File: config.mk
export PLATFORM = sky130hd
export DESIGN_NAME = frontend
export DESIGN_NICKNAME = d
export VERILOG_FILES = /design/src/len5_pkg.sv /design/src/memory_pkg.sv /design/src/fetch_if.sv /design/src/frontend.sv /design/src/issue_stage.sv /design/src/fetch_buffer.sv /design/src/pc_gen.sv
export SDC_FILE = /design/constraint.sdc
export NUM_CORES = 1
export LEC_CHECK = 0
export BUFFER_PORTS_ARGS = -buffer_cell sky130_fd_sc_hd__buf_4
export CORE_MARGIN = 5
export CORE_UTILIZATION = 45
export CTS_CLUSTER_DIAMETER = 150
export DETAILED_ROUTE_END_ITERATION = 6
export PLACE_DENSITY = 0.67
export SLEW_MARGIN = 10
export SYNTH_ARGS = -nofsm -noshare
export SYNTH_HDL_FRONTEND = slang
export SYNTH_HIERARCHICAL = 1
export SYNTH_SLANG_ARGS = --single-unit
File: constraint.sdc
create_clock -name clk_i -period 6.4 [get_ports clk_i]
set_input_delay 0.96 -clock clk_i [delete_from_list [all_inputs] [get_ports clk_i]]
set_output_delay 0.96 -clock clk_i [all_outputs]
set_load 0.03 [all_outputs]
File: src/len5_pkg.sv
package len5_pkg;

  // Core-wide widths
  localparam int unsigned XLEN = 32;
  localparam int unsigned ILEN = 32;

  // Reset vector of the fetch unit
  localparam logic [XLEN-1:0] BOOT_PC = 32'h0000_0100;

  // Opcodes seen by the predecoder
  localparam logic [6:0] OPC_JAL    = 7'b1101111;
  localparam logic [6:0] OPC_BRANCH = 7'b1100011;

  // Static prediction attached to each issued instruction
  typedef struct packed {
    logic            taken;
    logic [XLEN-1:0] target;
  } prediction_t;

  // Outcome of a branch coming back from the branch unit
  typedef struct packed {
    logic            valid;
    logic            mispredict;
    // Address fetch must restart from on a mispredict
    logic [XLEN-1:0] target;
  } resolution_t;

  // RISC-V mcause values raised by the front end
  typedef enum logic [3:0] {
    INSTR_MISALIGNED   = 4'd0,
    INSTR_ACCESS_FAULT = 4'd1
  } except_code_t;

  // One instruction word, read either raw or through the B/J fields
  typedef union packed {
    logic [ILEN-1:0] raw;
    struct packed {
      // Bit 31 is the immediate sign in both formats
      logic [6:0] imm_hi;
      // Low J immediate bits share the rs2 slot
      logic [4:0] rs2;
      logic [4:0] rs1;
      logic [2:0] funct3;
      // B-type keeps imm[4:1] and imm[11] where rd would be
      logic [4:0] rd_imm;
      logic [6:0] opcode;
    } bj;
  } instr_u;

endpackage
File: src/memory_pkg.sv
package memory_pkg;

  // Answer of the instruction cache, one word per request
  typedef struct packed {
    logic                      valid;
    // Address the answer belongs to
    logic [len5_pkg::XLEN-1:0] vaddr;
    logic [len5_pkg::ILEN-1:0] line;
    // Access fault on this fetch
    logic                      fault;
  } icache_frontend_ans_t;

  // Fetch buffer entries
  localparam int unsigned FBUF_DEPTH = 4;

  // Wide enough to hold 0..FBUF_DEPTH
  localparam int unsigned FBUF_CNT_W = 3;

endpackage

File: src/fetch_if.sv
`timescale 1ns/1ps

interface fetch_if;

  import len5_pkg::*;

  // Handshake
  logic            valid;
  logic            ready;

  // Entry payload
  logic [XLEN-1:0] pc;
  instr_u          instr;
  logic            fault;

  // Buffer side
  modport src (
    output valid,
    output pc,
    output instr,
    output fault,
    input  ready
  );

  // Issue side
  modport dst (
    input  valid,
    input  pc,
    input  instr,
    input  fault,
    output ready
  );

endinterface

File: src/frontend.sv
`timescale 1ns/1ps

module frontend (
  input  logic                             clk_i,
  input  logic                             rst_n_i,
  input  logic                             flush_i,

  // Instruction cache side
  output logic [len5_pkg::XLEN-1:0]        addr_o,
  output logic                             addr_valid_o,
  input  logic                             addr_ready_i,
  output logic                             data_ready_o,
  input  memory_pkg::icache_frontend_ans_t icache_frontend_ans_i,

  // Decode side
  input  logic                             issue_ready_i,
  output logic                             issue_valid_o,
  output logic [len5_pkg::ILEN-1:0]        instruction_o,
  output logic [len5_pkg::XLEN-1:0]        curr_pc_o,
  output len5_pkg::prediction_t            pred_o,

  // Branch unit
  input  len5_pkg::resolution_t            res_i,

  // Exceptions toward and from the back end
  output logic                             except_o,
  output len5_pkg::except_code_t           except_code_o,
  input  logic                             except_i,
  input  logic [len5_pkg::XLEN-1:0]        except_pc_i
);

  import len5_pkg::*;
  import memory_pkg::*;

  logic                  pred_redirect;
  logic [XLEN-1:0]       pred_target;
  // Winner of the pc_gen priority mux, also realigns the buffer
  logic                  redirect;
  logic [XLEN-1:0]       redirect_pc;
  logic [FBUF_CNT_W-1:0] free_slots;

  fetch_if u_fetch_if ();

  pc_gen u_pc_gen (
    .clk_i          (clk_i),
    .rst_n_i        (rst_n_i),
    .except_i       (except_i),
    .except_pc_i    (except_pc_i),
    .res_i          (res_i),
    .pred_redirect_i(pred_redirect),
    .pred_target_i  (pred_target),
    .ans_valid_i    (icache_frontend_ans_i.valid),
    .free_slots_i   (free_slots),
    .addr_ready_i   (addr_ready_i),
    .addr_o         (addr_o),
    .addr_valid_o   (addr_valid_o),
    .redirect_o     (redirect),
    .redirect_pc_o  (redirect_pc)
  );

  fetch_buffer u_fetch_buffer (
    .clk_i        (clk_i),
    .rst_n_i      (rst_n_i),
    .flush_i      (flush_i),
    .redirect_i   (redirect),
    .redirect_pc_i(redirect_pc),
    .icache_ans_i (icache_frontend_ans_i),
    .data_ready_o (data_ready_o),
    .free_slots_o (free_slots),
    .fetch_src    (u_fetch_if.src)
  );

  issue_stage u_issue_stage (
    .clk_i          (clk_i),
    .rst_n_i        (rst_n_i),
    .flush_i        (flush_i),
    .fetch_dst      (u_fetch_if.dst),
    .issue_ready_i  (issue_ready_i),
    .issue_valid_o  (issue_valid_o),
    .instruction_o  (instruction_o),
    .curr_pc_o      (curr_pc_o),
    .pred_o         (pred_o),
    .except_o       (except_o),
    .except_code_o  (except_code_o),
    .pred_redirect_o(pred_redirect),
    .pred_target_o  (pred_target)
  );

endmodule

File: src/issue_stage.sv
`timescale 1ns/1ps

module issue_stage (
  input  logic                        clk_i,
  input  logic                        rst_n_i,
  input  logic                        flush_i,
  fetch_if.dst                        fetch_dst,
  input  logic                        issue_ready_i,
  output logic                        issue_valid_o,
  output logic [len5_pkg::ILEN-1:0]   instruction_o,
  output logic [len5_pkg::XLEN-1:0]   curr_pc_o,
  output len5_pkg::prediction_t       pred_o,
  output logic                        except_o,
  output len5_pkg::except_code_t      except_code_o,
  output logic                        pred_redirect_o,
  output logic [len5_pkg::XLEN-1:0]   pred_target_o
);

  import len5_pkg::*;

  logic            take;
  logic            is_jal;
  logic            is_branch;
  logic [XLEN-1:0] j_imm;
  logic [XLEN-1:0] b_imm;
  logic [XLEN-1:0] target;
  logic            taken;
  logic            misaligned;
  logic            jump_ok;

  // Output slot
  logic            valid_q;
  instr_u          instr_q;
  logic [XLEN-1:0] pc_q;
  prediction_t     pred_q;
  logic            except_q;
  except_code_t    code_q;

  // Slot accepts when empty or when decode drains it this cycle
  assign fetch_dst.ready = ~valid_q | issue_ready_i;
  assign take            = fetch_dst.valid & fetch_dst.ready;

  // Predecode
  assign is_jal    = (fetch_dst.instr.bj.opcode == OPC_JAL);
  assign is_branch = (fetch_dst.instr.bj.opcode == OPC_BRANCH);

  // J immediate, imm[20|10:1|11|19:12]
  assign j_imm = {{(XLEN-20){fetch_dst.instr.bj.imm_hi[6]}},
                  fetch_dst.instr.bj.rs1, fetch_dst.instr.bj.funct3,
                  fetch_dst.instr.bj.rs2[0], fetch_dst.instr.bj.imm_hi[5:0],
                  fetch_dst.instr.bj.rs2[4:1], 1'b0};

  // B immediate, imm[12|10:5] and imm[4:1|11]
  assign b_imm = {{(XLEN-12){fetch_dst.instr.bj.imm_hi[6]}},
                  fetch_dst.instr.bj.rd_imm[0], fetch_dst.instr.bj.imm_hi[5:0],
                  fetch_dst.instr.bj.rd_imm[4:1], 1'b0};

  assign target = fetch_dst.pc + (is_jal ? j_imm : b_imm);

  // Static rule: JAL always, branches only backward
  // A faulted word carries no usable opcode
  assign taken      = ~fetch_dst.fault & (is_jal | (is_branch & b_imm[XLEN-1]));
  assign misaligned = taken & (target[1:0] != 2'b00);
  assign jump_ok    = taken & ~misaligned;

  // One pulse per accepted jump
  assign pred_redirect_o = take & jump_ok & ~flush_i;
  assign pred_target_o   = target;

  // Payload loads on every accepted entry
  always_ff @(posedge clk_i) begin
    if (take) begin
      instr_q      <= fetch_dst.instr;
      pc_q         <= fetch_dst.pc;
      pred_q.taken <= jump_ok;
      // Fall-through address when not taken
      pred_q.target <= jump_ok ? target : fetch_dst.pc + XLEN'(4);
      except_q     <= fetch_dst.fault | misaligned;
      code_q       <= fetch_dst.fault ? INSTR_ACCESS_FAULT : INSTR_MISALIGNED;
    end
  end

  always_ff @(posedge clk_i or negedge rst_n_i) begin
    if (!rst_n_i) begin
      valid_q <= 1'b0;
    end else if (flush_i) begin
      valid_q <= 1'b0;
    end else if (take) begin
      valid_q <= 1'b1;
    end else if (issue_ready_i) begin
      valid_q <= 1'b0;
    end
  end

  assign issue_valid_o = valid_q;
  assign instruction_o = instr_q.raw;
  assign curr_pc_o     = pc_q;
  assign pred_o        = pred_q;
  assign except_o      = valid_q & except_q;
  assign except_code_o = code_q;

  // Decode sees a stable entry while it stalls
  a_hold_stable: assert property (@(posedge clk_i) disable iff (!rst_n_i)
    (issue_valid_o && !issue_ready_i && !flush_i) |=>
      (issue_valid_o && $stable(curr_pc_o) && $stable(instruction_o)
       && $stable(pred_o) && $stable(except_o)));

endmodule

File: src/fetch_buffer.sv
`timescale 1ns/1ps

module fetch_buffer (
  input  logic                              clk_i,
  input  logic                              rst_n_i,
  input  logic                              flush_i,
  input  logic                              redirect_i,
  input  logic [len5_pkg::XLEN-1:0]         redirect_pc_i,
  input  memory_pkg::icache_frontend_ans_t  icache_ans_i,
  output logic                              data_ready_o,
  output logic [memory_pkg::FBUF_CNT_W-1:0] free_slots_o,
  fetch_if.src                              fetch_src
);

  import len5_pkg::*;
  import memory_pkg::*;

  // Entry storage
  logic [XLEN-1:0] pc_mem    [FBUF_DEPTH];
  instr_u          instr_mem [FBUF_DEPTH];
  logic            fault_mem [FBUF_DEPTH];

  // Pointers wrap on their own since the depth is a power of two
  logic [$clog2(FBUF_DEPTH)-1:0] wr_ptr_q;
  logic [$clog2(FBUF_DEPTH)-1:0] rd_ptr_q;
  logic [FBUF_CNT_W-1:0]         count_q;

  // Address of the next answer that belongs to the current stream
  logic [XLEN-1:0] exp_pc_q;

  logic ans_match;
  logic wr_en;
  logic rd_en;
  logic clear;

  assign ans_match = icache_ans_i.valid & (icache_ans_i.vaddr == exp_pc_q);
  assign clear     = flush_i | redirect_i;
  // Answers in the redirect cycle belong to the old stream
  assign wr_en     = ans_match & ~clear;
  assign rd_en     = fetch_src.valid & fetch_src.ready;

  // Credit and cache-side level
  assign free_slots_o = FBUF_CNT_W'(FBUF_DEPTH) - count_q;
  assign data_ready_o = (count_q != FBUF_CNT_W'(FBUF_DEPTH));

  // Head of the FIFO toward issue
  assign fetch_src.valid = (count_q != '0);
  assign fetch_src.pc    = pc_mem[rd_ptr_q];
  assign fetch_src.instr = instr_mem[rd_ptr_q];
  assign fetch_src.fault = fault_mem[rd_ptr_q];

  always_ff @(posedge clk_i) begin
    if (wr_en) begin
      pc_mem[wr_ptr_q]        <= icache_ans_i.vaddr;
      instr_mem[wr_ptr_q].raw <= icache_ans_i.line;
      fault_mem[wr_ptr_q]     <= icache_ans_i.fault;
    end
  end

  always_ff @(posedge clk_i or negedge rst_n_i) begin
    if (!rst_n_i) begin
      wr_ptr_q <= '0;
      rd_ptr_q <= '0;
      count_q  <= '0;
    end else if (clear) begin
      wr_ptr_q <= '0;
      rd_ptr_q <= '0;
      count_q  <= '0;
    end else begin
      if (wr_en) begin
        wr_ptr_q <= wr_ptr_q + 1'b1;
      end
      if (rd_en) begin
        rd_ptr_q <= rd_ptr_q + 1'b1;
      end
      count_q <= count_q + FBUF_CNT_W'(wr_en) - FBUF_CNT_W'(rd_en);
    end
  end

  // Expected address follows the same target pc_gen takes
  always_ff @(posedge clk_i or negedge rst_n_i) begin
    if (!rst_n_i) begin
      exp_pc_q <= BOOT_PC;
    end else if (redirect_i) begin
      exp_pc_q <= redirect_pc_i;
    end else if (ans_match) begin
      // Keeps tracking the stream even when a flush drops the entry
      exp_pc_q <= exp_pc_q + XLEN'(4);
    end
  end

  // Credit counting in pc_gen keeps answers off a full buffer
  a_no_overflow: assert property (@(posedge clk_i) disable iff (!rst_n_i)
    wr_en |-> count_q < FBUF_CNT_W'(FBUF_DEPTH));

endmodule

File: src/pc_gen.sv
`timescale 1ns/1ps

module pc_gen (
  input  logic                            clk_i,
  input  logic                            rst_n_i,
  input  logic                            except_i,
  input  logic [len5_pkg::XLEN-1:0]       except_pc_i,
  input  len5_pkg::resolution_t           res_i,
  input  logic                            pred_redirect_i,
  input  logic [len5_pkg::XLEN-1:0]       pred_target_i,
  input  logic                            ans_valid_i,
  input  logic [memory_pkg::FBUF_CNT_W-1:0] free_slots_i,
  input  logic                            addr_ready_i,
  output logic [len5_pkg::XLEN-1:0]       addr_o,
  output logic                            addr_valid_o,
  output logic                            redirect_o,
  output logic [len5_pkg::XLEN-1:0]       redirect_pc_o
);

  import len5_pkg::*;
  import memory_pkg::*;

  logic [XLEN-1:0]       pc_q;
  logic [FBUF_CNT_W-1:0] inflight_q;
  logic                  run_q;
  logic                  mispredict;
  logic                  req_acc;

  assign mispredict = res_i.valid & res_i.mispredict;

  // Redirect priority: exception, then mispredict, then predicted jump
  always_comb begin
    redirect_o    = 1'b1;
    redirect_pc_o = pc_q;
    if (except_i) begin
      redirect_pc_o = except_pc_i;
    end else if (mispredict) begin
      redirect_pc_o = res_i.target;
    end else if (pred_redirect_i) begin
      redirect_pc_o = pred_target_i;
    end else begin
      redirect_o = 1'b0;
    end
  end

  // Request only with credit left; credit is free slots not yet promised
  assign addr_o       = pc_q;
  assign addr_valid_o = run_q & ~redirect_o & (free_slots_i > inflight_q);
  assign req_acc      = addr_valid_o & addr_ready_i;

  always_ff @(posedge clk_i or negedge rst_n_i) begin
    if (!rst_n_i) begin
      pc_q  <= BOOT_PC;
      run_q <= 1'b0;
    end else begin
      // Holds requests off during the first cycle out of reset
      run_q <= 1'b1;
      if (redirect_o) begin
        pc_q <= redirect_pc_o;
      end else if (req_acc) begin
        pc_q <= pc_q + XLEN'(4);
      end
    end
  end

  // Requests sent but not answered yet
  always_ff @(posedge clk_i or negedge rst_n_i) begin
    if (!rst_n_i) begin
      inflight_q <= '0;
    end else begin
      case ({req_acc, ans_valid_i})
        2'b10:   inflight_q <= inflight_q + 1'b1;
        2'b01:   inflight_q <= inflight_q - 1'b1;
        default: inflight_q <= inflight_q;
      endcase
    end
  end

  // Cache never owes more answers than the buffer can take
  a_inflight_max: assert property (@(posedge clk_i) disable iff (!rst_n_i)
    inflight_q <= FBUF_CNT_W'(FBUF_DEPTH));

  // Word fetches only
  a_addr_aligned: assert property (@(posedge clk_i) disable iff (!rst_n_i)
    addr_valid_o |-> addr_o[1:0] == 2'b00);

endmodule

==> results_dict.tcl <==
set metrics [dict create \
    routed_wl_um 61290 \
    hold_slack_ps 388.7 \
    post-cts-setup-buffer-count 0 \
    num_vias 14300 \
    synth_area_leader_cell "edfxtp_1" \
    clk_pin_slew_ps 60 \
    min_period_ps 5766 \
    initial_core_util 0.4543 \
    fp.dieW_um 226.6 \
    cts_tree "done" \
    drt_drc_violations_left 0 \
    r2r-start "u_fetch_buffer/rd_ptr_q[0]" \
    grt_usage 0.2346 \
    worstPathMaxFanout 17 \
    setup_tns_ps 0 \
    avgSynthCellArea_sq_um 13.52 \
    finalMaxSlewViolations 0 \
    postSynthCellCount 1561 \
    hold_viol_final 0 \
    nFillCells 3872 \
    fin_nets 2013 \
    fin_crit_sh 0.9009 \
    hpwl_um 44630 \
    dr.pass1.iters 5 \
    dp_slack_ps 984.6 \
    dieArea_sq_mm 0.05133 \
    maxCapViolCount 0 \
    rsz0062_at_grt "false" \
    vias_per_cell 5.795 \
    core.rowCount 79 \
    syn_to_final_growth_pct 20.46 \
    setup_ws_ps 634.0 \
    fin_skew_ps 24.82 \
    peakVddDrop_v 0.0001916 \
    grt-ovfl-total 0 \
    synth_common_cells "358 x edfxtp_1, 99 x nand2_1, 74 x dfrtp_1, 74 x xnor2_1" \
    path_class "flop to output port" \
    async_flop_share 0.1751 \
    gp_congestion 0.8956 \
    finalSetupViolCount 0 \
    arrival_ps 4810 \
    cts_max_level 2 \
    grt_pass1_vias 14310 \
    insertion_delay_ps 580 \
    wl_per_cell_um 24.83 \
    grt_max_degree 77 \
    end_kind "output port" \
    required_ps 5440 \
    ios 275 \
    ctsLongestPathBuffers 3 \
    synth.most_common_cell "edfxtp_1" \
    rr_endpoint "u_fetch_buffer/count_q[2]" \
    cts_root_buffer "clkbuf_16" \
    cts_resized 0 \
    reg2reg_depth 20 \
    clock-sinks 434 \
    power_density_mw_per_mm2 267.2 \
    core_area_sq_mm 0.04646 \
    synth-seq-area-share 0.5996 \
    antenna_found_initial 1 \
    grt_pass1_wl_um 90310 \
    synthFlopType "edfxtp_1" \
    stdcell_count 2468 \
    ys_ff_latch 434 \
    run_status "complete, no violations" \
    die_h_um 226.6 \
    synth_top_cell_area_share 0.5094 \
    worst_pin_slew_ps 1107 \
    synth_edf_count 358 \
    r2r_setup_slack_ps 940 \
    drt-initial-drc-count 1244 \
    drive_gt1_frac 0.2656 \
    syn_area_sq_mm 0.02111 \
    ys_warn_count 6 \
    synth_cell_types 79 \
    cts_buffers 47 \
    ctsHoldBuffers 0 \
    critical_path.startpoint_type "flop" \
    io_buffer_count 271 \
    synth_top_cells_by_area "edfxtp_1 51%, dfrtp_1 8.8%, mux4_2 6.9%, xnor2_1 3.1%, ha_1 2.9%" \
    slew_headroom 0.2606 \
    dpl.cell_count 2381 \
    timing.fmax_mhz 173.4 \
    ant_nets 0 \
    hold_class "input port to asynchronous set/reset pin" \
    leakage_nw 9.067 \
]
[state kept, by name (all words and copies together) (netlist names)]
| register | count |
|---|---|
| u_issue_stage/issue_valid_o | 1 |
| u_pc_gen/run_q | 1 |
| u_pc_gen/inflight_q | 3 |
| u_fetch_buffer/exp_pc_q | 32 |
| u_fetch_buffer/rd_ptr_q | 2 |
| u_issue_stage/curr_pc_o | 32 |
| u_fetch_buffer/fault_mem | 4 |
| u_issue_stage/except_code_o | 1 |
| u_issue_stage/instruction_o | 32 |
| u_fetch_buffer/pc_mem | 128 |
| u_pc_gen/addr_o | 32 |
| u_fetch_buffer/count_q | 3 |
| u_issue_stage/except_q | 1 |
| u_fetch_buffer/instr_mem | 128 |
| u_fetch_buffer/wr_ptr_q | 2 |
| u_issue_stage/pred_o | 32 |
[critical path, cell delays in order (launching register included)]
cell and delay (ps):
dfrtp_4 530, mux4_2 530, nor3b_1 330, and2_1 560
mux2_2 400, ha_1 310, or4_1 620, nor3b_2 300
a211oi_4 60, buf_4 240, and2_1 160, buf_4 160
[worst max path at each step]
| stage | startpoint | endpoint | cells past startpoint |
|---|---|---|---|
| finish | u_fetch_buffer/rd_ptr_q[0] | addr_valid_o | 11 |
| global route | u_fetch_buffer/rd_ptr_q[0] | addr_valid_o | 11 |
| CTS | u_fetch_buffer/rd_ptr_q[0] | addr_valid_o | 11 |
| detailed placement | u_fetch_buffer/rd_ptr_q[0] | u_fetch_buffer/count_q[2] | 20 |
| global placement | u_fetch_buffer/rd_ptr_q[0] | u_fetch_buffer/count_q[2] | 20 |
| floorplan | u_fetch_buffer/rd_ptr_q[0] | u_fetch_buffer/count_q[2] | 28 |
[cell families after synthesis]
group,count (synthesis),synth area share
AND/OR/NAND/NOR,446,0.1185
flip-flops,434,0.5996
AO/OA/AOI/OAI,268,0.08110
buffers and inverters,125,0.02466
multiplexers,121,0.09705
XOR/XNOR,113,0.04689
adder cells (fa/ha/maj),52,0.03189
other,2,0.0003558
[layout make-up]
type                    count  area [sq um]  share of cell area
flip-flops and latches    434         12660              0.4979
multi-input cells        1004          7961              0.3131
repair buffers            291          2235             0.08789
clock buffers              54          1265             0.04975
well taps                 607         759.5             0.02987
clock inverters            32         372.9             0.01467
inverters                  45         168.9            0.006644
diodes                      1         2.502          0.00009843
[metrics by stage]
step                      total power, mW  area, sq um  utilization
after floorplan                     3.662        21120            -
after global placement              3.951        23780       0.5120
after detailed placement            3.971        23780       0.5120
after CTS                           6.833        25420       0.5472
after global routing                7.030        25420       0.5473
final                               6.793        25420       0.5473
[cell usage in the layout (no fill, tap or decap), types with 46 or more instances in the layout]
cell type    n
buf_4      287
xnor2_1     74
a21oi_1     68
nor2_1      69
dfrtp_1     72
clkbuf_16   49
mux4_2      65
o21ai_0     46
ha_1        49
edfxtp_1   358
nand2_1     99
[report_power, final]
part           leakage [nW]  internal, mW  switching, mW  total [mW]
logic                  4.14         0.266          0.417       0.683
registers              4.11          3.12          0.120        3.24
clock network         0.816          1.74           1.13        2.87
total                  9.07          5.13           1.66        6.79
[routing by layer]
metal	share of wire	up-vias	GRT usage
li1	-	6493	-
met1	0.41	7201	0.3186
met2	0.49	506	0.3851
met3	0.058	103	0.03793
met4	0.039	0	0.08733
met5	0	-	0
Note: power is estimated with default switching activity, not from simulation.
